--- src/include/core_settings.svh ---
// Core settings
// Widths, memory depths, the NOP word and the reported register set
// shared by the RV32I pipeline

`ifndef CORE_SETTINGS_SVH
`define CORE_SETTINGS_SVH

`define CORE_XLEN             32
`define CORE_IMEM_WORDS_LOG2  6
`define CORE_DMEM_WORDS_LOG2  6
`define CORE_APB_ADDR_BITS    12

`define CORE_NOP              32'h0000_0013   // ADDI x0,x0,0

// Registers whose writes go out on the result port
`define CORE_RESULT_LO        18
`define CORE_RESULT_HI        25
`define CORE_RESULT_EXTRA     9

`endif

--- src/isa_pkg.sv ---
// RV32I instruction encoding
// Instruction and register index types, the major opcodes kept by the
// core and the funct3/funct7 codes of the supported operations

package isa_pkg;

  typedef logic [31:0] instr_t;
  typedef logic [4:0]  reg_idx_t;

  typedef enum logic [6:0] {
    OP_REG    = 7'b0110011,
    OP_IMM    = 7'b0010011,
    OP_LOAD   = 7'b0000011,
    OP_STORE  = 7'b0100011,
    OP_BRANCH = 7'b1100011,
    OP_JAL    = 7'b1101111
  } opcode_t;

  localparam logic [2:0] F3_ADD_SUB = 3'b000;
  localparam logic [2:0] F3_SLT     = 3'b010;
  localparam logic [2:0] F3_XOR     = 3'b100;
  localparam logic [2:0] F3_OR      = 3'b110;
  localparam logic [2:0] F3_AND     = 3'b111;
  localparam logic [2:0] F3_ADDI    = 3'b000;
  localparam logic [2:0] F3_LW      = 3'b010;
  localparam logic [2:0] F3_SW      = 3'b010;
  localparam logic [2:0] F3_BEQ     = 3'b000;
  localparam logic [2:0] F3_BNE     = 3'b001;

  localparam logic [6:0] F7_BASE    = 7'b0000000;
  localparam logic [6:0] F7_ALT     = 7'b0100000;   // SUB

endpackage

--- src/pipe_pkg.sv ---
// Pipeline types
// Data word and program counter types plus the ALU and branch control
// encodings carried from decode into execute

`include "core_settings.svh"

package pipe_pkg;

  typedef logic [`CORE_XLEN-1:0]              word_t;
  typedef logic [`CORE_IMEM_WORDS_LOG2+1:0]   pc_t;     // Byte address

  // LINK returns pc + 4 for JAL
  typedef enum logic [2:0] {
    ALU_ADD, ALU_SUB, ALU_AND, ALU_OR, ALU_XOR, ALU_SLT, ALU_LINK
  } alu_op_t;

  typedef enum logic [1:0] {
    BR_NONE, BR_EQ, BR_NE, BR_JUMP
  } branch_kind_t;

endpackage

--- src/memory_writeback.sv ---
// Memory and writeback
// Word-wide data memory, the MEM/WB register, writeback select and the
// result port for the saved registers

`timescale 1ns/10ps
`include "core_settings.svh"

module memory_writeback import isa_pkg::*, pipe_pkg::*; (
  input  logic     clock,
  input  logic     reset,
  input  word_t    mem_alu_result,
  input  word_t    mem_store_data,
  input  reg_idx_t mem_rd,
  input  logic     mem_reg_write,
  input  logic     mem_mem_read,
  input  logic     mem_mem_write,
  output logic     wb_write,
  output reg_idx_t wb_rd,
  output word_t    wb_data,
  output logic     result_valid,
  output reg_idx_t result_reg,
  output word_t    result_data
);

  localparam int unsigned DMEM_DEPTH = 2 ** `CORE_DMEM_WORDS_LOG2;

  word_t                            dmem [DMEM_DEPTH];
  logic [`CORE_DMEM_WORDS_LOG2-1:0] dmem_idx;
  logic                             wb_is_load;
  word_t                            wb_alu, wb_load;
  logic                             reportable;

  assign dmem_idx = mem_alu_result[`CORE_DMEM_WORDS_LOG2+1:2];

  always_ff @(posedge clock) begin
    if (mem_mem_write) begin
      dmem[dmem_idx] <= mem_store_data;
    end
    wb_alu  <= mem_alu_result;
    wb_load <= dmem[dmem_idx];
  end

  // MEM/WB control
  always_ff @(posedge clock) begin
    if (reset) begin
      wb_write   <= 1'b0;
      wb_rd      <= '0;
      wb_is_load <= 1'b0;
    end else begin
      wb_write   <= mem_reg_write;
      wb_rd      <= mem_rd;
      wb_is_load <= mem_mem_read;
    end
  end

  assign wb_data = wb_is_load ? wb_load : wb_alu;

  ////////////////////////////////////////////////////////////////////////////
  // Result port, s1 and s2-s9
  assign reportable = (wb_rd == reg_idx_t'(`CORE_RESULT_EXTRA)) ||
                      (wb_rd >= reg_idx_t'(`CORE_RESULT_LO) &&
                       wb_rd <= reg_idx_t'(`CORE_RESULT_HI));

  always_ff @(posedge clock) begin
    if (reset) begin
      result_valid <= 1'b0;
    end else begin
      result_valid <= wb_write && reportable;
    end
    result_reg  <= wb_rd;
    result_data <= wb_data;
  end

endmodule

--- config.mk ---
export PLATFORM = sky130hd
export DESIGN_NAME = memory_writeback
export DESIGN_NICKNAME = d
export VERILOG_FILES = /design/src/isa_pkg.sv /design/src/pipe_pkg.sv /design/src/memory_writeback.sv
export VERILOG_INCLUDE_DIRS = /design/src /design/src/include
export SDC_FILE = /design/constraint.sdc
export NUM_CORES = 2
export LEC_CHECK = 0
export BUFFER_PORTS_ARGS = -buffer_cell sky130_fd_sc_hd__buf_2
export CORE_UTILIZATION = 60
export DETAILED_ROUTE_END_ITERATION = 8
export HOLD_SLACK_MARGIN = 0.03
export PLACE_DENSITY = 0.77
export SLEW_MARGIN = 20
export SYNTH_ARGS = -nofsm -noshare
export SYNTH_HDL_FRONTEND = slang
export SYNTH_SLANG_ARGS = --single-unit
--- constraint.sdc ---
create_clock -name clock -period 7.6 [get_ports clock]
set_input_delay 0.38 -clock clock [delete_from_list [all_inputs] [get_ports clock]]
set_output_delay 0.38 -clock clock [all_outputs]
set_load 0.01 [all_outputs]
Yosys cells after proc, flatten, opt, wreduce, memory -nomap -nowiden
Memories as Yosys holds them, arrays and structs flattened. A register that Yosys moved wholly into a read port is not among the register bits.
Index checks and enable logic that the tools add are counted.
- register bits after elaboration: 77
- RAM bits: 2048
- output and inout bits: 76
- memories: 1
- magnitude comparators: 2
- equality and inequality tests: 1
- multiplexer cells: 3
- reduce and logical (&&, ||, !) cells: 3
- memories (memory ; depth ; width ; read ports ; clocked after memory_dff ; wr ports ; RTL line ; text):
    dmem ; 64 ; 32 ; 1 ; 1 ; 1 ; memory_writeback.sv:27 ; word_t dmem [DMEM_DEPTH];
- operators with widths (kind ; number):
    $mux 32 ; 1
    $eq 5x4->1 const B ; 1
    $ge 5x5->1 const B ; 1
    $le 5x5->1 const B ; 1
    $logic_and 1x1->1 ; 2
    $mux 1 ; 2
    $logic_or 1x1->1 ; 1

Depth between registers and ports, before layout
- depth in word-level cells: 4
- depth in mapped cells: 11
- gate-level depth less buffers: 5

Least setup slack after synthesis
No wires, ideal clock.
- path type: input to register
- start point: in mem_alu_result[2]
- end point: mem dmem[12][0] (netlist name), enable pin
- setup time: 0.421 ns
- data arrival time: 2.981 ns
- path slack: 4.198 ns
- cell stages on the path: 7
- buffers on the path: 4
- path through: buf_6 > buf_4 > nor2_1 > buf_2 > buf_1 > nand3_1 > nor2_1
- RTL lines (element ; RTL line ; text):
    from (decl) ; memory_writeback.sv:11 ; input word_t mem_alu_result,
    to (decl) ; memory_writeback.sv:27 ;
No word-level cell before the write port.

==> summary.txt <==
Max-slew violations - 0
CP arrival - 4.91 ns
Crit share post-route - 55.7%
Largest net degree at the start of global routing - 181
Post-Syn Area - 82800 µm²
GPL Wtd Cong - 0.892
Final WL - 226000 µm
DR vias - 49000
Avg Cell Area, Syn - 17.4 µm²
Slew headroom - 17.0%
Max-cap violations - 0
Clk pwr share - 40.6%
Syn. warnings - 0
PwrDens - 264 nW/µm²
Post-DP HPWL - 123000 µm
Fill count - 8492
Drt first pass iters - 9
Die W - 374 µm
Antenna-violating nets left - 0
Placed cell areas - 85800 µm²
Setup TNS - 0 ns
Comb pwr share - 5.6%
I/O Pins - 150
P&R area growth vs syn - 12.2%
Fin area - 93000 µm²
Crit Path Class - in -> reg
Non-filler cells, final - 6876
Vias in the first global route - 46800
Vias per cell - 7.13
Clock Tree Root - clkbuf_16
Clock slew at reported path FFs - 0.06 ns
Total global routing overflow - 0
CTS tree - done
Hold Slack - 0.0942 ns
Worst skew pair latency - 0.84 ns
Row count - 135
First-pass GRT wire length - 325000 µm
DRC viols - 0
Fin Clk Skew - 0.0311 ns
RSZ-0062 raised after global routing - false
Async SR Flop Fraction - 0%
Sequential share of power - 53.8%
Routed wire per std cell - 32.9 µm
Syn nets - 4825
Post-Route Utilization - 68.3%
Hold Violations, Final - 0
Slew @ Worst Pin - 1.23 ns
Layout Nets - 4989
Most used flip-flop cell after synthesis - edfxtp_1
Antenna violations before repair - 19
VDD IR max - 0.260 mV
H-tree Lvls - 4
Max Fclk - 236 MHz
Final setup fails - 0
Starting DRT DRC Count - 8123
CTS max path bufs - 3
Die ar. - 140000 µm²
Mapped Cells - 4751
Core box area - 136000 µm²
Seq cells post-synth - 2157
Biggest register - dmem
Layout cells sized above 1 - 20.5%
Max Fanout on Critical Path - 123
Post_cts resized - 0
Pint - 0.0192 W
Port bufs - 149
P_sw - 0.00538 W
Crit start category - input pin
Initial Utilization - 60.8%
Num CTS Buffers - 206
GRT Util Overall - 32.1%
Die height - 374 µm
Leak - 29.1 nW
Critical Path RT - 8.28 ns
Flip-flop count of the largest register after layout - 2048
Switching part of the total power - 21.9%
Status - finished clean
Hold Path Class - in -> reg
Cell count after placement - 6439
Post-synth EDFFs - 2048
Crit end category - register
Sink Count - 2157
Min Tclk post-route - 4.24 ns
Yosys cell types - 67
Sequential share of the synthesized area - 76.9%
[per-layer routing]
metal  routed length (µm)  vias to the layer above  GRT usage, %
met3                33500                      582          9.73
met1                80900                    24500          44.7
met4                 8330                       18          11.6
li1                     -                    19900             -
met5                  119                        -             0
met2               104000                     4032          48.4
[cell usage after synthesis (15+ instances only)]
master | instances | area share, %
o22ai_1 | 123 | 0.93
mux2i_1 | 86 | 1.0
nand2b_1 | 20 | 0.15
o221ai_1 | 18 | 0.19
o41a_1 | 37 | 0.50
nor4_1 | 25 | 0.19
o2bb2ai_1 | 15 | 0.16
a21o_1 | 16 | 0.15
a21oi_1 | 224 | 1.4
buf_1 | 25 | 0.11
a22oi_1 | 250 | 2.3
a221o_1 | 15 | 0.18
clkbuf_1 | 160 | 0.73
buf_2 | 159 | 0.96
nand3_1 | 84 | 0.51
a222oi_1 | 17 | 0.21
buf_4 | 23 | 0.21
a211oi_1 | 23 | 0.21
nor3_1 | 40 | 0.24
mux4_2 | 49 | 1.3
nand2_1 | 101 | 0.46
o21ai_0 | 44 | 0.27
dfxtp_1 | 109 | 2.6
edfxtp_1 | 2048 | 74
nand4_1 | 30 | 0.23
nor2b_1 | 15 | 0.11
nor2_1 | 107 | 0.48
or3b_2 | 79 | 0.84
a221oi_1 | 290 | 3.1
mux2_2 | 234 | 3.2
nand3b_1 | 164 | 1.5
[final cells by class]
type / instances / area [µm²] / area share [%]
diodes: 6 / 15.0 / 0.0162
clock buffers: 290 / 5780 / 6.21
clock inverters: 92 / 790 / 0.849
inverters: 5 / 33.8 / 0.0363
multi-input cells: 2209 / 17900 / 19.2
flip-flops and latches: 2157 / 63700 / 68.5
well taps: 1781 / 2230 / 2.40
repair buffers: 336 / 2560 / 2.75
[critical path: stages]
cell,delay (ns)
dlygate4sd3_1,0.59
buf_8,0.44
buf_12,0.51
buf_4,0.89
or3b_2,0.24
a21oi_1,0.07
o41a_1,0.50
nor4_1,0.83
nand4_1,0.18
[per-stage QoR]
step           power (W)  worst slack (ns)
3_3_place_gp      0.0147              3.16
3_5_place_dp      0.0148              3.31
5_1_grt           0.0251              3.41
6_report          0.0245              3.36
2_1_floorplan     0.0141              4.20
4_1_cts           0.0245              3.55
[layout by cell type (no fill, tap or decap), types with 15 or more instances in the layout]
master and count:
a211oi_1 23, a21o_1 16, a21oi_1 224, a221o_1 15
a221oi_1 290, a222oi_1 17, a22oi_1 250, buf_2 139
buf_4 132, clkbuf_1 59, clkbuf_16 211, clkbuf_8 20
clkinv_1 37, clkinv_2 26, dfxtp_1 108, dlygate4sd3_1 46
edfxtp_1 2048, mux2_2 234, mux2i_1 86, mux4_2 49
nand2_1 101, nand2b_1 20, nand3_1 84, nand3b_1 164
nand4_1 30, nor2_1 40, nor2_4 67, nor3_1 37
nor4_1 25, o21ai_0 42, o221ai_1 18, o22ai_1 123
o2bb2ai_1 15, o41a_1 37, or3b_2 79
[path summary, 6_finish.rpt]
check | from | end | slack (ns) | cells after the start
hold / removal | mem_store_data[11] | dmem[61][11]$_DFFE_PP_ | 0.09 | 1
setup / recovery | mem_alu_result[4] | wb_load[21]$_DFF_P_ | 3.36 | 9
setup reg to reg | dmem[35][23]$_DFFE_PP_ | wb_load[23]$_DFF_P_ | 5.05 | 5
hold reg to reg | wb_rd[0]$_SDFF_PP0_ | result_reg[0]$_DFF_P_ | 0.36 | 0
[power groups by stage]
stage | sequential (W) | combinational [W] | clock, W
floorplan | 0.0134 | 0.000703 | 0
global placement | 0.0135 | 0.00127 | 0
detailed placement | 0.0135 | 0.00130 | 0
CTS | 0.0132 | 0.00133 | 0.0100
global route | 0.0132 | 0.00142 | 0.0104
finish | 0.0132 | 0.00137 | 0.00996
[timing repair]
action | in CTS | in global routing
hold endpoints to repair | 39 | 0
setup buffers | 0 | 0
hold buffers | 46 | 0
[logic make-up (layout without fill, tap and decap cells)]
| group | count (synthesis) | in the layout | synth area share (%) |
|---|---|---|---|
| DFF | 2157 | 2157 | 76.9 |
| AOI/OAI and AO/OA | 1117 | 1117 | 9.93 |
| and+or+nand+nor | 695 | 695 | 4.98 |
| muxes | 397 | 397 | 6.00 |
| buffers and inverters | 385 | 723 | 2.20 |
| other | 0 | 6 | 0 |
Power figures use the tool's default switching activity.
