`src/include/core_settings.svh`:
```
// Core settings
// Widths, memory depths, the NOP word and the reported register set
// shared by the RV32I pipeline

`ifndef CORE_SETTINGS_SVH
`define CORE_SETTINGS_SVH

`define CORE_XLEN             32
`define CORE_IMEM_WORDS_LOG2  6
`define CORE_DMEM_WORDS_LOG2  6
`define CORE_APB_ADDR_BITS    12

`define CORE_NOP              32'h0000_0013   // ADDI x0,x0,0

// Registers whose writes go out on the result port
`define CORE_RESULT_LO        18
`define CORE_RESULT_HI        25
`define CORE_RESULT_EXTRA     9

`endif

```
`src/isa_pkg.sv`:
```
// RV32I instruction encoding
// Instruction and register index types, the major opcodes kept by the
// core and the funct3/funct7 codes of the supported operations

package isa_pkg;

  typedef logic [31:0] instr_t;
  typedef logic [4:0]  reg_idx_t;

  typedef enum logic [6:0] {
    OP_REG    = 7'b0110011,
    OP_IMM    = 7'b0010011,
    OP_LOAD   = 7'b0000011,
    OP_STORE  = 7'b0100011,
    OP_BRANCH = 7'b1100011,
    OP_JAL    = 7'b1101111
  } opcode_t;

  localparam logic [2:0] F3_ADD_SUB = 3'b000;
  localparam logic [2:0] F3_SLT     = 3'b010;
  localparam logic [2:0] F3_XOR     = 3'b100;
  localparam logic [2:0] F3_OR      = 3'b110;
  localparam logic [2:0] F3_AND     = 3'b111;
  localparam logic [2:0] F3_ADDI    = 3'b000;
  localparam logic [2:0] F3_LW      = 3'b010;
  localparam logic [2:0] F3_SW      = 3'b010;
  localparam logic [2:0] F3_BEQ     = 3'b000;
  localparam logic [2:0] F3_BNE     = 3'b001;

  localparam logic [6:0] F7_BASE    = 7'b0000000;
  localparam logic [6:0] F7_ALT     = 7'b0100000;   // SUB

endpackage

```
`src/pipe_pkg.sv`:
```
// Pipeline types
// Data word and program counter types plus the ALU and branch control
// encodings carried from decode into execute

`include "core_settings.svh"

package pipe_pkg;

  typedef logic [`CORE_XLEN-1:0]              word_t;
  typedef logic [`CORE_IMEM_WORDS_LOG2+1:0]   pc_t;     // Byte address

  // LINK returns pc + 4 for JAL
  typedef enum logic [2:0] {
    ALU_ADD, ALU_SUB, ALU_AND, ALU_OR, ALU_XOR, ALU_SLT, ALU_LINK
  } alu_op_t;

  typedef enum logic [1:0] {
    BR_NONE, BR_EQ, BR_NE, BR_JUMP
  } branch_kind_t;

endpackage

```
`src/execute_stage.sv`:
```
// Execute stage
// Operand forwarding, the ALU and branch resolution. Registers the result
// and any redirect into EX/MEM

`timescale 1ns/10ps

module execute_stage import isa_pkg::*, pipe_pkg::*; (
  input  logic         clock,
  input  logic         reset,
  input  pc_t          ex_pc,
  input  reg_idx_t     ex_rs1,
  input  reg_idx_t     ex_rs2,
  input  reg_idx_t     ex_rd,
  input  word_t        ex_rs1_data,
  input  word_t        ex_rs2_data,
  input  word_t        ex_imm,
  input  alu_op_t      ex_alu_op,
  input  logic         ex_b_is_imm,
  input  branch_kind_t ex_branch,
  input  logic         ex_reg_write,
  input  logic         ex_mem_read,
  input  logic         ex_mem_write,
  input  logic         wb_write,
  input  reg_idx_t     wb_rd,
  input  word_t        wb_data,
  output logic         redirect,
  output pc_t          redirect_pc,
  output word_t        mem_alu_result,
  output word_t        mem_store_data,
  output reg_idx_t     mem_rd,
  output logic         mem_reg_write,
  output logic         mem_mem_read,
  output logic         mem_mem_write
);

  word_t op_a, op_b_reg, op_b, alu_result;
  logic  taken;

  // EX/MEM wins over writeback, x0 never forwarded
  assign op_a     = (mem_reg_write && mem_rd == ex_rs1 && ex_rs1 != '0) ? mem_alu_result :
                    (wb_write && wb_rd == ex_rs1 && ex_rs1 != '0) ? wb_data : ex_rs1_data;
  assign op_b_reg = (mem_reg_write && mem_rd == ex_rs2 && ex_rs2 != '0) ? mem_alu_result :
                    (wb_write && wb_rd == ex_rs2 && ex_rs2 != '0) ? wb_data : ex_rs2_data;
  assign op_b     = ex_b_is_imm ? ex_imm : op_b_reg;

  always_comb begin
    case (ex_alu_op)
      ALU_SUB:  alu_result = op_a - op_b;
      ALU_AND:  alu_result = op_a & op_b;
      ALU_OR:   alu_result = op_a | op_b;
      ALU_XOR:  alu_result = op_a ^ op_b;
      ALU_SLT:  alu_result = word_t'($signed(op_a) < $signed(op_b));
      ALU_LINK: alu_result = word_t'(ex_pc + pc_t'(4));   // Return address
      default:  alu_result = op_a + op_b;
    endcase
  end

  always_comb begin
    case (ex_branch)
      BR_EQ:   taken = (op_a == op_b_reg);
      BR_NE:   taken = (op_a != op_b_reg);
      BR_JUMP: taken = 1'b1;
      default: taken = 1'b0;
    endcase
  end

  ////////////////////////////////////////////////////////////////////////////
  // EX/MEM register, bubble behind a redirect
  always_ff @(posedge clock) begin
    if (reset || redirect) begin
      redirect      <= 1'b0;
      mem_rd        <= '0;
      mem_reg_write <= 1'b0;
      mem_mem_read  <= 1'b0;
      mem_mem_write <= 1'b0;
    end else begin
      redirect      <= taken;
      mem_rd        <= ex_rd;
      mem_reg_write <= ex_reg_write;
      mem_mem_read  <= ex_mem_read;
      mem_mem_write <= ex_mem_write;
    end
  end

  always_ff @(posedge clock) begin
    redirect_pc    <= ex_imm[$bits(pc_t)-1:0];   // Target formed in decode
    mem_alu_result <= alu_result;
    mem_store_data <= op_b_reg;
  end

endmodule

```
`config.mk`:
```
export PLATFORM = sky130hd
export DESIGN_NAME = execute_stage
export DESIGN_NICKNAME = d
export VERILOG_FILES = /design/src/isa_pkg.sv /design/src/pipe_pkg.sv /design/src/execute_stage.sv
export VERILOG_INCLUDE_DIRS = /design/src /design/src/include
export SDC_FILE = /design/constraint.sdc
export NUM_CORES = 1
export LEC_CHECK = 0
export BUFFER_PORTS_ARGS = -buffer_cell sky130_fd_sc_hd__buf_2
export CAP_MARGIN = 40
export CORE_ASPECT_RATIO = 1.75
export CORE_MARGIN = 1
export CORE_UTILIZATION = 37
export CTS_CLUSTER_SIZE = 10
export DETAILED_ROUTE_END_ITERATION = 12
export SYNTH_ARGS = -nofsm -noshare
export SYNTH_HDL_FRONTEND = slang
export SYNTH_SLANG_ARGS = --single-unit
```
`constraint.sdc`:
```
create_clock -name clock -period 9.4 [get_ports clock]
set_input_delay 1.41 -clock clock [delete_from_list [all_inputs] [get_ports clock]]
set_output_delay 1.41 -clock clock [all_outputs]
set_load 0.01 [all_outputs]
```
* Yosys cells after proc, flatten, opt, wreduce, memory -nomap -nowiden *
Index checks and enable logic that the tools add are counted.

word-level totals
  bits in read-only memories = 0
  bits in registers = 81
  output and inout bits = 81
  memories kept = 0
  logic and storage cells = 48
  bits in writable memories = 0
  bits in latches = 0
  input port bits = 168

operators by class
  $mul = 0
  $lt $le $gt $ge = 1
  mux-type cells = 7
  shifts and indexed selects = 0
  div/mod/pow operators = 0
  eq/ne operators = 15
  bitwise logic cells = 3
  reductions and logical operators = 11
  add/subtract/negate cells = 3

operators by type and width
  cell                   count
  $pmux W32 S6           1
  $mux W32               5
  $add A32 B32 Y32       1
  $and A32 B32 Y32       1
  $eq A32 B32 Y1         1
  $lt A32 B32 Y1         1
  $ne A32 B32 Y1         1
  $or A32 B32 Y32        1
  $sub A32 B32 Y32       1
  $xor A32 B32 Y32       1
  $eq A5 B5 Y1           4
  $reduce_bool A5 Y1     2
  $add A8 B3 Y9 const B  1
  $eq A3 B3 Y1 const B   3
  $logic_and A1 B1 Y1    8
  $eq A3 B2 Y1 const B   2
  $eq A2 B2 Y1 const B   2
  $eq A3 B1 Y1 const B   1
  $pmux W1 S3            1
  $eq A2 B1 Y1 const B   1
  $logic_or A1 B1 Y1     1

* Logic depth before layout (Yosys ltp) *
  depth after elaboration = 8
  gate-level depth with buffers = 20
  depth with buffers taken out = 18

* Least setup slack after synthesis *
OpenSTA, ideal clock, no wires.

  kind = input to register
  start = in ex_rs2[1]
  end = reg mem_alu_result[31]
  required time = 9280 ps
  arrival time = 5678 ps
  setup slack = 3603 ps
  path buffers = 4
  library setup time = 120 ps
  stages = 18
  cells stage by stage = or4_4 > o211ai_2 > or2_1 > buf_2 > buf_4 > buf_4 > a31oi_1 > mux2_2 > ha_1 > clkbuf_2 > nand2_1 > o311a_1 > or4_4 > a2111oi_2 > nor3_1 > o31ai_1 > mux2i_1 > a211o_1

between the ends
  cells in the longest elaborated chain, start to end = 8
  elaborated cells between the ends (all ways) = 16
  those cells by class = add/sub (2); eq/ne (2); mux (4); bitwise (3); reduce/logical (5)

RTL lines
  element                                                      RTL line                                  source
  start, declared                                              execute_stage.sv:12                       input reg_idx_t ex_rs2,
  $eq A5 B5 Y1                                                 execute_stage.sv:43                       (wb_write && wb_rd == ex_rs2 && ex_rs2 != '0) ? wb_data : ex_rs2_data;
  $logic_and A1 B1 Y1 (2 in series)                            execute_stage.sv:43
  $mux W32                                                     execute_stage.sv:43
  $mux W32 (*)                                                 execute_stage.sv:42                       assign op_b_reg = (mem_reg_write && mem_rd == ex_rs2 && ex_rs2 != '0) ? mem_alu_result :
  net op_b_reg[4]                                              execute_stage.sv:36                       word_t op_a, op_b_reg, op_b, alu_result;
  $mux W32 (*)                                                 execute_stage.sv:44                       assign op_b = ex_b_is_imm ? ex_imm : op_b_reg;
  $add A32 B32 Y32 / $sub A32 B32 Y32 (equally long branches)  execute_stage.sv:54, execute_stage.sv:48
  $pmux W32 S6 (*)                                             execute_stage.sv:47                       case (ex_alu_op)
  net alu_result[31]                                           execute_stage.sv:36
  end signal, assigned                                         execute_stage.sv:87                       mem_alu_result <= alu_result;
  end, declared                                                execute_stage.sv:28                       output word_t mem_alu_result,

The timed path passes the listed nets; every way through them passes the cells marked *.
A chain may end at the register's enable or synchronous reset.

* Worst setup path in the final report *
Ends and elaborated chain as after synthesis.

==> reports/metrics.yaml <==
logic_synthesis:
  yosys.area_share.adder_pct: 12.6
  synth_nets: 1661
  netlist-cell-type-count: 74
  synth-simple-area-share_pct: 21.2
  seq_area_frac_synth_pct: 16.2
  synth_mux_area_share_pct: 4.30
  synthXorXnorAreaFrac_pct: 5.42
  synth_edf_count: 0
  synth_top_flop_cell: "dfxtp_1"
  synthCells: 1393
  synth_compound_gate_area_share_pct: 31.5
  yosys_warnings: 0
  synth_area_um2: 10000
  post_synth.cell_area_avg_um2: 7.19
  ys_seq_elements: 81
  synthArstFlopShare_pct: 0
  synth_top_family_by_area: "compound AO/OA/AOI/OAI gates"
sta:
  hold_viol_final: 0
  finalCriticalPeriod_ns: 6.72
  fmax_mhz: 149
  setup_viol: 0
  worst_pin_slew_ns: 0.897
  timing.slew.headroom_pct: 39.9
  finalCritPeriodShare_pct: 71.5
  final.setup.tns_ns: 0
  rsz0062_at_grt: "no"
  finClkSkew_ns: 0.0125
  maxSlewViolCount: 0
detailed_routing:
  routed_wl_um: 46600
  drcViolationCount: 0
  dr_total_vias: 11803
  dr.pass1.iters: 5
  routed_via_density: 6.19
  wl_per_cell_um: 24.4
  ant_nets: 0
  drtIter0Drc: 925
layout:
  final_common_cell: "buf_2"
  final_core_util_pct: 44.2
  stdcell_count: 1907
  area_delta_synth_final_pct: 17.3
  drive_gt1_share_pct: 22.7
  fin_nets: 1846
  final_cell_mix: "buf_2, nand2_1, inv_1"
  diodes: 0
floorplanning:
  initial_core_util_pct: 37.7
  io_pins: 249
  die_x_um: 126
  dieArea_um2: 27700
  die_y_um: 220
  coreArea_um2: 26600
  row_count: 79
worst_setup_path:
  r2r.worst_path.cells: 17
  path_cells: "buf_2, or4_4, o211ai_2, buf_4, or2_1, buf_4, a31oi_1, mux2_2, ha_1, a21o_1, a21oi_1, o311a_1, or4_4, a2111oi_2, nor3_1, o31ai_1, mux2i_1, a211o_1"
  critPathTopFamily: "compound AO/OA/AOI/OAI gates"
  required_ns: 9.68
  cp_max_fo: 30
  worstReg2RegStart: "mem_rd[4]"
  crit_type: "in -> reg"
  cp_slowest_stage_delay_ns: 0.58
  rr_endpoint: "mem_alu_result[31]"
  reg2reg_setup_slack_ns: 3.85
  arrival_ns: 7.00
  critPathCaptureType: "register"
  start_kind: "primary input"
  slowest_stage: "or4_4"
  path_buf_inv: 3
global_route:
  track_usage_pct: 33.2
  grt_first_pass_wirelength_um: 68400
  grt_max_degree: 59
  grt.overflow.total: 0
  antenna_found_initial: 0
  grt_pass1_vias: 11445
cts:
  cts_hold_buf: 0
  postCtsResizedCells: 0
  numCtsBuffers: 9
  clk_path_buf_depth: 2
  insertion_delay_ns: 0.39
  clk_pin_slew_worst_paths_ns: 0.08
  htree_num_levels: 3
  cts_setup_buffers: 0
  clock-sinks: 81
  cts_root_buffer: "clkbuf_16"
  cts_tree: "built"
run_status:
  outcome: "finished clean"
placement:
  dp_hpwl_um: 36500
  portBuffers: 248
  routabilityCongestion: 0.986
  placed_cells: 1891
run:
  drv_cap: 0
pwr:
  leakage_nw: 5.13
  power_per_cell_area_nw_per_um2: 137
  p_total_mw: 1.60
  ir_drop_mv: 0.104
hold_path:
  hp-class: "reg -> reg"
  hold_depth: 2
  holdPathEnd: "mem_store_data[16]"
  worst_hold_startpoint: "mem_alu_result[16]"
## cell families after synthesis
family                     Yosys count
DFF                                 81
muxes                               39
adders and majority gates          100
xor gates and xnor gates            62
AOI/OAI and AO/OA                  463
and+or+nand+nor                    432
buffers and inverters              216
## cells in the mapped netlist (4+ instances only)
master / count / area share [%]
nor3_1: 60 / 3.0
o21ai_0: 79 / 3.9
a221o_1: 12 / 1.2
buf_1: 4 / 0.15
nor2b_1: 12 / 0.75
a31oi_2: 6 / 0.75
mux2i_1: 7 / 0.70
mux2_2: 32 / 3.6
buf_6: 4 / 0.45
o22ai_1: 16 / 1.0
a31oi_1: 63 / 3.9
o211a_1: 4 / 0.40
o32ai_1: 4 / 0.35
o311a_1: 4 / 0.40
nor2_1: 71 / 2.7
a21o_1: 19 / 1.4
nand2_1: 144 / 5.4
and2_1: 10 / 0.62
nand2b_1: 26 / 1.6
a211oi_1: 12 / 0.90
o221ai_1: 16 / 1.4
inv_1: 110 / 4.1
a22oi_1: 19 / 1.4
ha_1: 98 / 12
a31o_2: 6 / 0.52
nor4_1: 57 / 3.6
buf_4: 4 / 0.30
xor2_1: 9 / 0.79
o211ai_1: 11 / 0.82
nand3_1: 12 / 0.60
and3_1: 5 / 0.31
clkbuf_1: 77 / 2.9
dfxtp_1: 81 / 16
o31ai_1: 9 / 0.67
a221oi_1: 19 / 1.7
a21oi_1: 91 / 4.5
o21ai_1: 11 / 0.55
buf_2: 13 / 0.65
xnor2_1: 53 / 4.6
nand4_1: 14 / 0.87
o21bai_1: 22 / 1.6
## per-stage QoR
step / worst slack [ns] / hold WS, ns / cell area, um2
after floorplan: 3.60 / 0.553 / 10000
after global placement: 2.50 / 0.525 / 11400
after detailed placement: 2.36 / 0.548 / 11400
after CTS: 2.78 / 0.559 / 11700
after global routing: 2.43 / 0.588 / 11700
final: 2.68 / 0.566 / 11700
## worst reg2reg max path, stage by stage, from the launching register on
cell       delay, ns
dfxtp_1         0.47
xnor2_1         0.13
nand4_1         0.11
buf_4           0.29
or2_1           0.41
buf_4           0.43
a31oi_1         0.24
mux2_2          0.35
ha_1            0.34
a21o_1          0.16
a21oi_1         0.13
o311a_1         0.34
or4_4           0.58
a2111oi_2       0.53
nor3_1          0.20
o31ai_1         0.35
mux2i_1         0.12
a211o_1         0.27
## where the power goes
group | internal (mW) | switching (mW) | leakage [nW]
registers | 0.389 | 0.0531 | 0.681
clock network | 0.187 | 0.196 | 0.142
logic | 0.284 | 0.495 | 4.31
## worst max-delay path by stage
stage / from / depth (start not counted) / end / slack, ns
final: ex_rs2[1] / 18 / mem_alu_result[31] / 2.68
after global routing: ex_rs2[4] / 21 / mem_alu_result[20] / 2.43
after CTS: ex_rs2[1] / 18 / mem_alu_result[31] / 2.78
after detailed placement: ex_rs2[1] / 18 / mem_alu_result[31] / 2.36
after global placement: ex_rs2[1] / 18 / mem_alu_result[31] / 2.50
after floorplan: ex_rs2[1] / 18 / mem_alu_result[31] / 3.60
## layer usage
metal | wire, um | up-vias | global-route usage, %
met5 | 0 | - | 0
met4 | 3790 | 0 | 26.6
met3 | 3360 | 171 | 6.17
met2 | 22700 | 710 | 59.0
met1 | 16700 | 5460 | 34.0
li1 | - | 5462 | -
## cell type report
type,instances,area [um2]
clock buffers,9,225
clock inverters,7,70.1
fillers,2837,14800
inverters,112,420
multi-input cells,1096,7530
flip-flops and latches,81,1620
well taps,324,405
repair buffers,278,1470
## registers in the layout (all words and copies together), names as in the netlist
name,cells
mem_alu_result,32
mem_mem_read,1
mem_mem_write,1
mem_rd,5
mem_reg_write,1
mem_store_data,32
redirect,1
redirect_pc,8
Note: power is estimated with default switching activity, not from simulation.
