`src/include/core_settings.svh`:
```
// Core settings
// Widths, memory depths, the NOP word and the reported register set
// shared by the RV32I pipeline

`ifndef CORE_SETTINGS_SVH
`define CORE_SETTINGS_SVH

`define CORE_XLEN             32
`define CORE_IMEM_WORDS_LOG2  6
`define CORE_DMEM_WORDS_LOG2  6
`define CORE_APB_ADDR_BITS    12

`define CORE_NOP              32'h0000_0013   // ADDI x0,x0,0

// Registers whose writes go out on the result port
`define CORE_RESULT_LO        18
`define CORE_RESULT_HI        25
`define CORE_RESULT_EXTRA     9

`endif

```
`src/isa_pkg.sv`:
```
// RV32I instruction encoding
// Instruction and register index types, the major opcodes kept by the
// core and the funct3/funct7 codes of the supported operations

package isa_pkg;

  typedef logic [31:0] instr_t;
  typedef logic [4:0]  reg_idx_t;

  typedef enum logic [6:0] {
    OP_REG    = 7'b0110011,
    OP_IMM    = 7'b0010011,
    OP_LOAD   = 7'b0000011,
    OP_STORE  = 7'b0100011,
    OP_BRANCH = 7'b1100011,
    OP_JAL    = 7'b1101111
  } opcode_t;

  localparam logic [2:0] F3_ADD_SUB = 3'b000;
  localparam logic [2:0] F3_SLT     = 3'b010;
  localparam logic [2:0] F3_XOR     = 3'b100;
  localparam logic [2:0] F3_OR      = 3'b110;
  localparam logic [2:0] F3_AND     = 3'b111;
  localparam logic [2:0] F3_ADDI    = 3'b000;
  localparam logic [2:0] F3_LW      = 3'b010;
  localparam logic [2:0] F3_SW      = 3'b010;
  localparam logic [2:0] F3_BEQ     = 3'b000;
  localparam logic [2:0] F3_BNE     = 3'b001;

  localparam logic [6:0] F7_BASE    = 7'b0000000;
  localparam logic [6:0] F7_ALT     = 7'b0100000;   // SUB

endpackage

```
`src/pipe_pkg.sv`:
```
// Pipeline types
// Data word and program counter types plus the ALU and branch control
// encodings carried from decode into execute

`include "core_settings.svh"

package pipe_pkg;

  typedef logic [`CORE_XLEN-1:0]              word_t;
  typedef logic [`CORE_IMEM_WORDS_LOG2+1:0]   pc_t;     // Byte address

  // LINK returns pc + 4 for JAL
  typedef enum logic [2:0] {
    ALU_ADD, ALU_SUB, ALU_AND, ALU_OR, ALU_XOR, ALU_SLT, ALU_LINK
  } alu_op_t;

  typedef enum logic [1:0] {
    BR_NONE, BR_EQ, BR_NE, BR_JUMP
  } branch_kind_t;

endpackage

```
`src/fetch_stage.sv`:
```
// Fetch stage
// Program counter and the IF/ID register. Always predicts not-taken and
// takes the resolved target from execute on a redirect

`timescale 1ns/10ps
`include "core_settings.svh"

module fetch_stage import isa_pkg::*, pipe_pkg::*; (
  input  logic   clock,
  input  logic   reset,
  input  logic   start,
  input  logic   stall,
  input  logic   redirect,
  input  pc_t    redirect_pc,
  input  instr_t fetch_instr,
  output pc_t    fetch_pc,
  output pc_t    id_pc,
  output instr_t id_instr
);

  pc_t pc;

  assign fetch_pc = pc;

  always_ff @(posedge clock) begin
    if (reset) begin
      pc       <= '0;
      id_pc    <= '0;
      id_instr <= `CORE_NOP;
    end else if (redirect) begin
      pc       <= redirect_pc;            // Squash the wrong-path fetch
      id_pc    <= '0;
      id_instr <= `CORE_NOP;
    end else if (!stall) begin
      if (start) begin
        pc       <= pc + pc_t'(4);
        id_pc    <= pc;
        id_instr <= fetch_instr;
      end else begin
        id_instr <= `CORE_NOP;            // Idle, PC holds
      end
    end
  end

endmodule

```
`config.mk`:
```
export PLATFORM = sky130hd
export DESIGN_NAME = fetch_stage
export DESIGN_NICKNAME = d
export VERILOG_FILES = /design/src/isa_pkg.sv /design/src/pipe_pkg.sv /design/src/fetch_stage.sv
export VERILOG_INCLUDE_DIRS = /design/src /design/src/include
export SDC_FILE = /design/constraint.sdc
export NUM_CORES = 1
export LEC_CHECK = 0
export BUFFER_PORTS_ARGS = -buffer_cell sky130_fd_sc_hd__buf_2
export CAP_MARGIN = 10
export CORE_MARGIN = 1
export CORE_UTILIZATION = 40
export CTS_BUF_LIST = sky130_fd_sc_hd__clkbuf_16
export DETAILED_ROUTE_END_ITERATION = 8
export PLACE_DENSITY_LB_ADDON = 0.05
export REMOVE_ABC_BUFFERS = 1
export SETUP_SLACK_MARGIN = 0.2
export SYNTH_ARGS = -nofsm -noshare
export SYNTH_HDL_FRONTEND = slang
export SYNTH_SLANG_ARGS = --single-unit
```
`constraint.sdc`:
```
create_clock -name clock -period 1.2 [get_ports clock]
set_input_delay 0.18 -clock clock [delete_from_list [all_inputs] [get_ports clock]]
set_output_delay 0.18 -clock clock [all_outputs]
set_load 0.01 [all_outputs]
```
After elaboration in Yosys (flattened, before gate mapping)
Index checks and enable logic that the tools add are counted.
W data, S select, Z words.
{ "totals": {"register_bits": 48, "latchBits": 0, "ramBits": 0, "mem_bits_ro": 0, "input_bits": 45, "output_inout_bits": 48, "n_memories": 0} }
{ "classes": {"addsub": 1, "multipliers": 0, "div_mod_pow": 0, "n_lt_le_gt_ge": 0, "eq_ne": 1, "n_shift": 0, "n_mux": 4, "bitwise_logic": 1, "n_reduce_logical": 4} }
{ "ops": {"columns": ["operator", "n"], "rows": [
  ["$mux W32", 1],
  ["$mux W8", 3],
  ["$add A8 B3 Y8 const B", 1],
  ["$reduce_and A2 Y1", 2],
  ["$ne A2 B1 Y1 const B", 1],
  ["$reduce_bool A2 Y1", 1],
  ["$reduce_or A2 Y1", 1],
  ["$not A1 Y1", 1]
]} }

Longest topological paths before layout
Gate-level depths: netlist of run 1.
{ "logic_depth": {"depth_word": 4, "mapped_depth": 6, "ltp_nobuf": 4} }

Worst setup path before layout of run 1
Ideal clock, no wire load.
{ "synth_timing": {"kind": "reg-to-reg", "startpoint": "register pc[2] (netlist: fetch_pc[2])", "endpoint": "register pc[6] (netlist: fetch_pc[6])", "setup_time_ns": 0.095, "arrival_ns": 1.163, "setup_slack_ns": -0.059, "path_stages_with_launch": 5, "n_path_buf": 0, "period_less_slack_ns": 1.259, "path_cell_list": "dfxtp_1 > ha_1 > inv_1 > o31a_1 > a221oi_1"} }
{ "synth_between": {"elab_chain_len": 4} }
{ "synth_lines": {"columns": ["element", "line_no", "source"], "rows": [
  ["from (decl)", "fetch_stage.sv:21", "pc_t pc;"],
  ["from (signal assigned)", "fetch_stage.sv:31", "pc <= redirect_pc;"],
  ["from (signal assigned)", "fetch_stage.sv:36", "pc <= pc + pc_t'(4);"],
  ["$add A8 B3 Y8", "fetch_stage.sv:36", null],
  ["$mux W8", "fetch_stage.sv:35", "if (start) begin"],
  ["$mux W8", "fetch_stage.sv:34", "end else if (!stall) begin"],
  ["$mux W8", "fetch_stage.sv:30", "end else if (redirect) begin"]
]} }
Every way passes these cells. The select of a mux whose other input is x is not followed.
A chain may end at the register's enable or synchronous reset.

Final worst setup path of run 1
{ "layout_timing": {"startpoint": "register pc[4] (netlist: fetch_pc[4])", "endpoint": "register pc[5] (netlist: fetch_pc[5])"} }
Same word-level chain as after synthesis.

==> run metrics, run 1 <==
maximum VDD drop=a little under 0.0008 V; gpl congestion=about 0.74; die area=roughly 0.0046 mm^2; vias per std cell=roughly 5; Clock Tree Root=clkbuf_16; Max Cap Viol=0; initial core utilization=42.8%; DPL Wire Length=approximately 3100 um; # fillers=roughly 360; unrepaired setup endpoints after global routing=yes; die outline width=68.2 um; setup ws final=slightly above 0.003 ns; sequential share of the synthesized area=54.9%; Antenna diodes=0; crit end category=flip-flop; Final #Nets=339; Final setup viols=0; Internal Power=2.62 mW; core area=between 0.004 and 0.005 mm^2; routed via count=about 1700; routed length on met1=between 2000 and 2500 um; clock sinks=between 40 and 50; asr flop ratio synth=0%; P_leak=1.21 nW; Yosys cell types=27; Sw Share=between 20% and 30%; slew margin rel.=approximately 74%; Final Core Density=63.7%; clk buf depth=2; WL met3=284 um; clock network fraction of design power=39.0%; Crit Path Class=reg2reg; dpl ws=-0.0363 ns; Gate power share=about an eighth; status=completed; Synth Cell Area=between 0.0015 and 0.002 mm^2; Post-CTS Hold Fix Bufs=0; Fin. Hold Viols=0; largest net degree at the start of global routing=26; Seq pwr share=around half; first-pass GRT wire length=around 6500 um; aggregate global routing overflow=0; placed cell count=between 300 and 400; arrival time at the worst endpoint=1.38 ns; WP data required=~1.4 ns; H-tree depth=2; commonest non-fill, non-tap cell in the layout=buf_2; ys flop type=dfxtp_1; CP Launch Type=flip-flop; I/O pins=between 90 and 100; DR WL met2=1990 um; die height=around 68 um; Clock Skew=0.00401 ns; vias in the first global route=1486; CP Max Fanout=3; Layout Area Growth over Synthesis=48.7%; period utilisation layout=between 90 and 100%; total routed wirelength=~4400 um; DR top layer=met4; Pins Over Slew Limit=0; NetSw=just over 800 uW; Yosys warning total=0; final hold slack=0.127 ns; Post-Syn Instances=190; drt pass-1 iters=4; Avg Cell Area, Syn=a little over 9 um^2; Post-Layout Cell Count=about 340; total track usage=a little under a fifth; Rows=23; Post-synth EDFFs=0; CTS tree=yes; Worst-path clk slew=about 0.060 ns; PwrDens=1320 mW/mm^2; number of synthesized register bits=48; Worst Tran Pin Value=roughly 0.4 ns; PnR Total Power=roughly 3.4 mW; min Tclk post-route=roughly 1.2 ns; wire per inst=approximately 13 um; drt drc=0; antenna-violating nets left=0; Max Freq=0.835 GHz; most frequent cells in the layout=buf_2, dfxtp_1, nor2_1; Hold Path Class=in2reg; initial antenna violation count=0; total CTS buffers=5; clock latency on the worst-skew pair=around 0.28 ns; layout cells sized above 1=a little under half; I/O Buffers=around 90; DRT iter0 DRCs=between 60 and 70
[state kept, by name, indices dropped and copies added (netlist names)]
register,cells
id_instr,32
fetch_pc,8
id_pc,8
[worst max-delay path: stages, from the launching register on]
cell      delay (ns)
dfxtp_4         0.37
nand3b_1        0.10
or3_1           0.37
a311oi_1        0.26
[metrics by stage]
step	TNS, ns	area (um^2)
after floorplan	-23.92	1670
after global placement	0	2310
after detailed placement	-0.0447	2310
after CTS	0	2520
after global routing	-0.0658	2600
final	0	2600
[power groups by stage]
stage | Sequential, mW | Combinational (mW) | Clock, mW
detailed placement | 1.70 | 0.366 | 0
floorplan | 1.73 | 0.124 | 0
global placement | 1.70 | 0.364 | 0
CTS | 1.67 | 0.397 | 1.38
global route | 1.67 | 0.472 | 1.45
finish | 1.67 | 0.430 | 1.34
[final cells by class]
class / count / area, um^2 / area share (%)
repair buffers: 112 / 661 / 25.4
clock inverters: 3 / 17.5 / 0.673
inverters: 4 / 15.0 / 0.577
multi-input cells: 122 / 747 / 28.7
clock buffers: 5 / 125 / 4.81
flip-flops and latches: 48 / 976 / 37.5
well taps: 50 / 62.6 / 2.40
[logic make-up (layout without fill, tap and decap cells)]
logic type	Yosys count	in the layout	synth area share, %
flip-flops	48	48	54.9
AND/OR/NAND/NOR	67	67	16.7
adder cells (fa/ha/maj)	1	1	0.715
multiplexers	2	2	1.14
AO/OA/AOI/OAI	50	50	20.0
buffers and inverters	20	124	5.50
XOR/XNOR	2	2	1.00
[layer usage]
layer  GRT usage [%]  vias to the layer above
met5               0                        -
met3            4.83                       11
met2            31.4                       71
li1                -                      866
met4            8.85                        0
met1            23.0                      789
[path summary, 6_finish.rpt]
check | start | end | slack [ns] | cells after the start
max reg2reg | fetch_pc[4]$_SDFFE_PP0P_ | fetch_pc[5]$_SDFFE_PP0P_ | 0.003 | 3
min reg2reg | id_pc[7]$_SDFFE_PP0P_ | id_pc[7]$_SDFFE_PP0P_ | 0.45 | 2
min | fetch_instr[1] | id_instr[1]$_SDFFE_PP1N_ | 0.13 | 3
max | fetch_pc[4]$_SDFFE_PP0P_ | fetch_pc[5]$_SDFFE_PP0P_ | 0.003 | 3
[Yosys cell counts (2+ instances only)]
library cell / count / share of area [%]
buf_2: 8 / 2.3
a21oi_1: 8 / 2.3
a211oi_1: 2 / 0.86
nor2_1: 37 / 7.9
mux2i_1: 2 / 1.1
clkbuf_1: 6 / 1.3
nand3b_1: 2 / 0.86
a22oi_1: 29 / 12
inv_1: 4 / 0.86
dfxtp_1: 48 / 55
o22ai_1: 3 / 1.1
a311oi_1: 3 / 1.5
or3_1: 2 / 0.71
o21ai_0: 3 / 0.86
nand2_1: 21 / 4.5
[repair_timing]
item	4_1_cts	5_1_grt
setup buffers	1	4
endpoints found under the setup margin	10	12
resized for setup	17	12
pin swaps	5	6
(Power assumes the default switching activity.)
==> run 2, diff against run 1 <==
--- a/config.mk
+++ b/config.mk
@@ -14,5 +14,4 @@
 export DETAILED_ROUTE_END_ITERATION = 8
 export PLACE_DENSITY_LB_ADDON = 0.05
-export REMOVE_ABC_BUFFERS = 1
 export SETUP_SLACK_MARGIN = 0.2
 export SYNTH_ARGS = -nofsm -noshare
==> constraint.sdc (replaced) <==
create_clock -name clock -period 1.2 [get_ports clock]
set_input_delay 0.18 -clock clock [delete_from_list [all_inputs] [get_ports clock]]
set_output_delay 0.18 -clock clock [all_outputs]
set_load 0.005 [all_outputs]
==> run 2 against run 1 <==
Sequential power barely moved. Non-clock buffer count down 6. Die area is the same. Final cell count is 1.7% lower. Highest routed layer unchanged.
==> run metrics, run 2 (synthesis results as in run 1) <==
Hold Path Stages=3 (unchanged); max reg flops=32 (unchanged); largest net degree at the start of global routing=31 (was 26); initial core utilization=42.8% (unchanged); total routed wirelength=4160 um (was 4410 um); die outline width=68.2 um (unchanged); status=completed (unchanged); CP Launch Type=flip-flop (unchanged); WHS Endpoint=id_instr[4]$_SDFFE_PP1N_ (was id_instr[1]$_SDFFE_PP1N_); PnR Total Power=3.31 mW (was 3.44 mW); Layout Area Growth over Synthesis=43.2% (was 48.7%); clk buf depth=2 (unchanged); gpl congestion=0.775 (was 0.740); die area=0.00464 mm^2 (unchanged); CP Max Fanout=5 (was 3); vias in the first global route=1366 (was 1486); drt pass-1 iters=4 (unchanged); largest register by flop count=id_instr (unchanged); period utilisation layout=90.9% (was 99.7%); Final #Nets=333 (was 339); setup ws final=0.109 ns (was 0.00310 ns); RR Endpoint=fetch_pc[6]$_SDFFE_PP0P_ (was fetch_pc[5]$_SDFFE_PP0P_); Max Freq=0.917 GHz (was 0.835 GHz); Fin. Hold Viols=0 (unchanged); clock latency on the worst-skew pair=0.28 ns (about the same); final hold slack=0.123 ns (was 0.127 ns); Final Core Density=61.3% (was 63.7%); vias per std cell=4.85 (was 5.05); die height=68.2 um (unchanged); post-synth net total=~240; I/O pins=93 (unchanged); DPL Wire Length=2950 um (was 3070 um); FF+latch area=977 um^2 (was 976 um^2); arrival time at the worst endpoint=1.28 ns (was 1.38 ns); Multi-input gate area=724 um^2 (was 747 um^2); P_leak=1.17 nW (was 1.21 nW); Rows=23 (unchanged); CP max-delay cell=dfxtp_4 (unchanged); Final setup viols=0 (unchanged); layout cells sized above 1=42.7% (was 46.6%); Clock Tree Root=clkbuf_16 (unchanged); unrepaired setup endpoints after global routing=yes (unchanged); setup_tns=0 ns (unchanged); I/O Buffers=92 (unchanged); first-pass GRT wire length=6350 um (was 6530 um); R2R cell count=4 (was 3); antenna-violating nets left=0 (unchanged); worst r2r src=fetch_pc[3]$_SDFFE_PP0P_ (was fetch_pc[4]$_SDFFE_PP0P_); dpl ws=0.0273 ns (was -0.0363 ns); critical path's largest stage delay=0.38 ns (was 0.37 ns); CP cell instances=ha_4 -> inv_1 -> o31a_1 -> a221oi_2 (was nand3b_1 -> or3_1 -> a311oi_1); Antenna diodes=0 (unchanged); Max Cap Viol=0 (unchanged); wire per inst=12.3 um (was 12.8 um); Worst Tran Pin Value=0.333 ns (was 0.392 ns); core area=0.00409 mm^2 (unchanged); Worst-path clk slew=0.06 ns (about the same); hold wc startpoint=fetch_instr[4] (was fetch_instr[1]); PwrDens=1320 mW/mm^2 (about the same); Post-CTS Hold Fix Bufs=0 (unchanged); most frequent cells in the layout=buf_2, dfxtp_1, nor2_1 (unchanged); reg2reg setup slack=0.11 ns (was 0.003 ns); Crit Path Class=reg2reg (unchanged); CTS tree=yes (unchanged); total track usage=18.5% (was 19.0%); crit end category=flip-flop (unchanged); maximum VDD drop=0.000933 V (was 0.000772 V); slew margin rel.=77.7% (was 73.9%); clock sinks=48 (unchanged); commonest non-fill, non-tap cell in the layout=buf_2 (unchanged); H-tree depth=2 (unchanged); Pins Over Slew Limit=0 (unchanged); # fillers=386 (was 355); drt drc=0 (unchanged); aggregate global routing overflow=0 (unchanged); Hold Path Class=in2reg (unchanged); min Tclk post-route=1.09 ns (was 1.20 ns); routed via count=1638 (was 1737); total CTS buffers=5 (unchanged); Clock Skew=0.00415 ns (was 0.00401 ns); WP data required=1.39 ns (was 1.38 ns); DRT iter0 DRCs=86 (was 68); initial antenna violation count=0 (unchanged)
[run 2: worst max-delay path: cells and delay by family, from the launching register on]
family                   cells  cell delay, ns
flip-flops                   1            0.38
adder cells (fa/ha/maj)      1            0.14
AO/OA/AOI/OAI                2            0.44
buffers and inverters        1            0.04
[run 2: per-layer routing]
metal | up-vias | share of wire (%) | routed length [um] | track usage, %
met1 | 730 | 49 | 2040 | 24.3
met4 | 0 | 0.63 | 26 | 7.81
met5 | - | 0 | 0 | 0
met2 | 48 | 44 | 1840 | 27.8
li1 | 858 | - | - | -
met3 | 2 | 6.1 | 255 | 5.67
[run 2: final cells by class]
type	count	area share, %
timing repair buffer	106	23.6
clock inverter	3	0.449
sequential	48	39.0
tap	50	2.50
inverter	4	0.599
clock buffer	5	4.99
multi-input combinational	122	28.9
[run 2: worst max-delay path by stage]
stage,start,endpoint,cells after the start
2_1_floorplan,fetch_pc[3]$_SDFFE_PP0P_,fetch_pc[7]$_SDFFE_PP0P_,3
3_3_place_gp,start,id_instr[31]$_SDFFE_PP0N_,5
3_5_place_dp,start,id_instr[31]$_SDFFE_PP0N_,5
4_1_cts,fetch_pc[2]$_SDFFE_PP0P_,fetch_pc[2],2
5_1_grt,fetch_pc[3]$_SDFFE_PP0P_,fetch_pc[7]$_SDFFE_PP0P_,3
6_report,fetch_pc[3]$_SDFFE_PP0P_,fetch_pc[6]$_SDFFE_PP0P_,4
[run 2: timing repair]
action | CTS | global route
gates resized for setup | 2 | 1
endpoints found under the setup margin | 5 | 8
pin swaps | 1 | 1
buffers inserted | 3 | 1
[run 2: report_power, final]
part / internal (mW) / total (mW) / switching [mW]
combinational: 0.185 / 0.356 / 0.171
clock: 0.749 / 1.28 / 0.531
sequential: 1.64 / 1.68 / 0.0387
total: 2.57 / 3.31 / 0.741
[run 2: per-stage QoR]
stage,cells,instance area (um^2)
finish,338,2510
global route,338,2510
detailed placement,326,2330
floorplan,190,1810
CTS,337,2500
global placement,326,2330
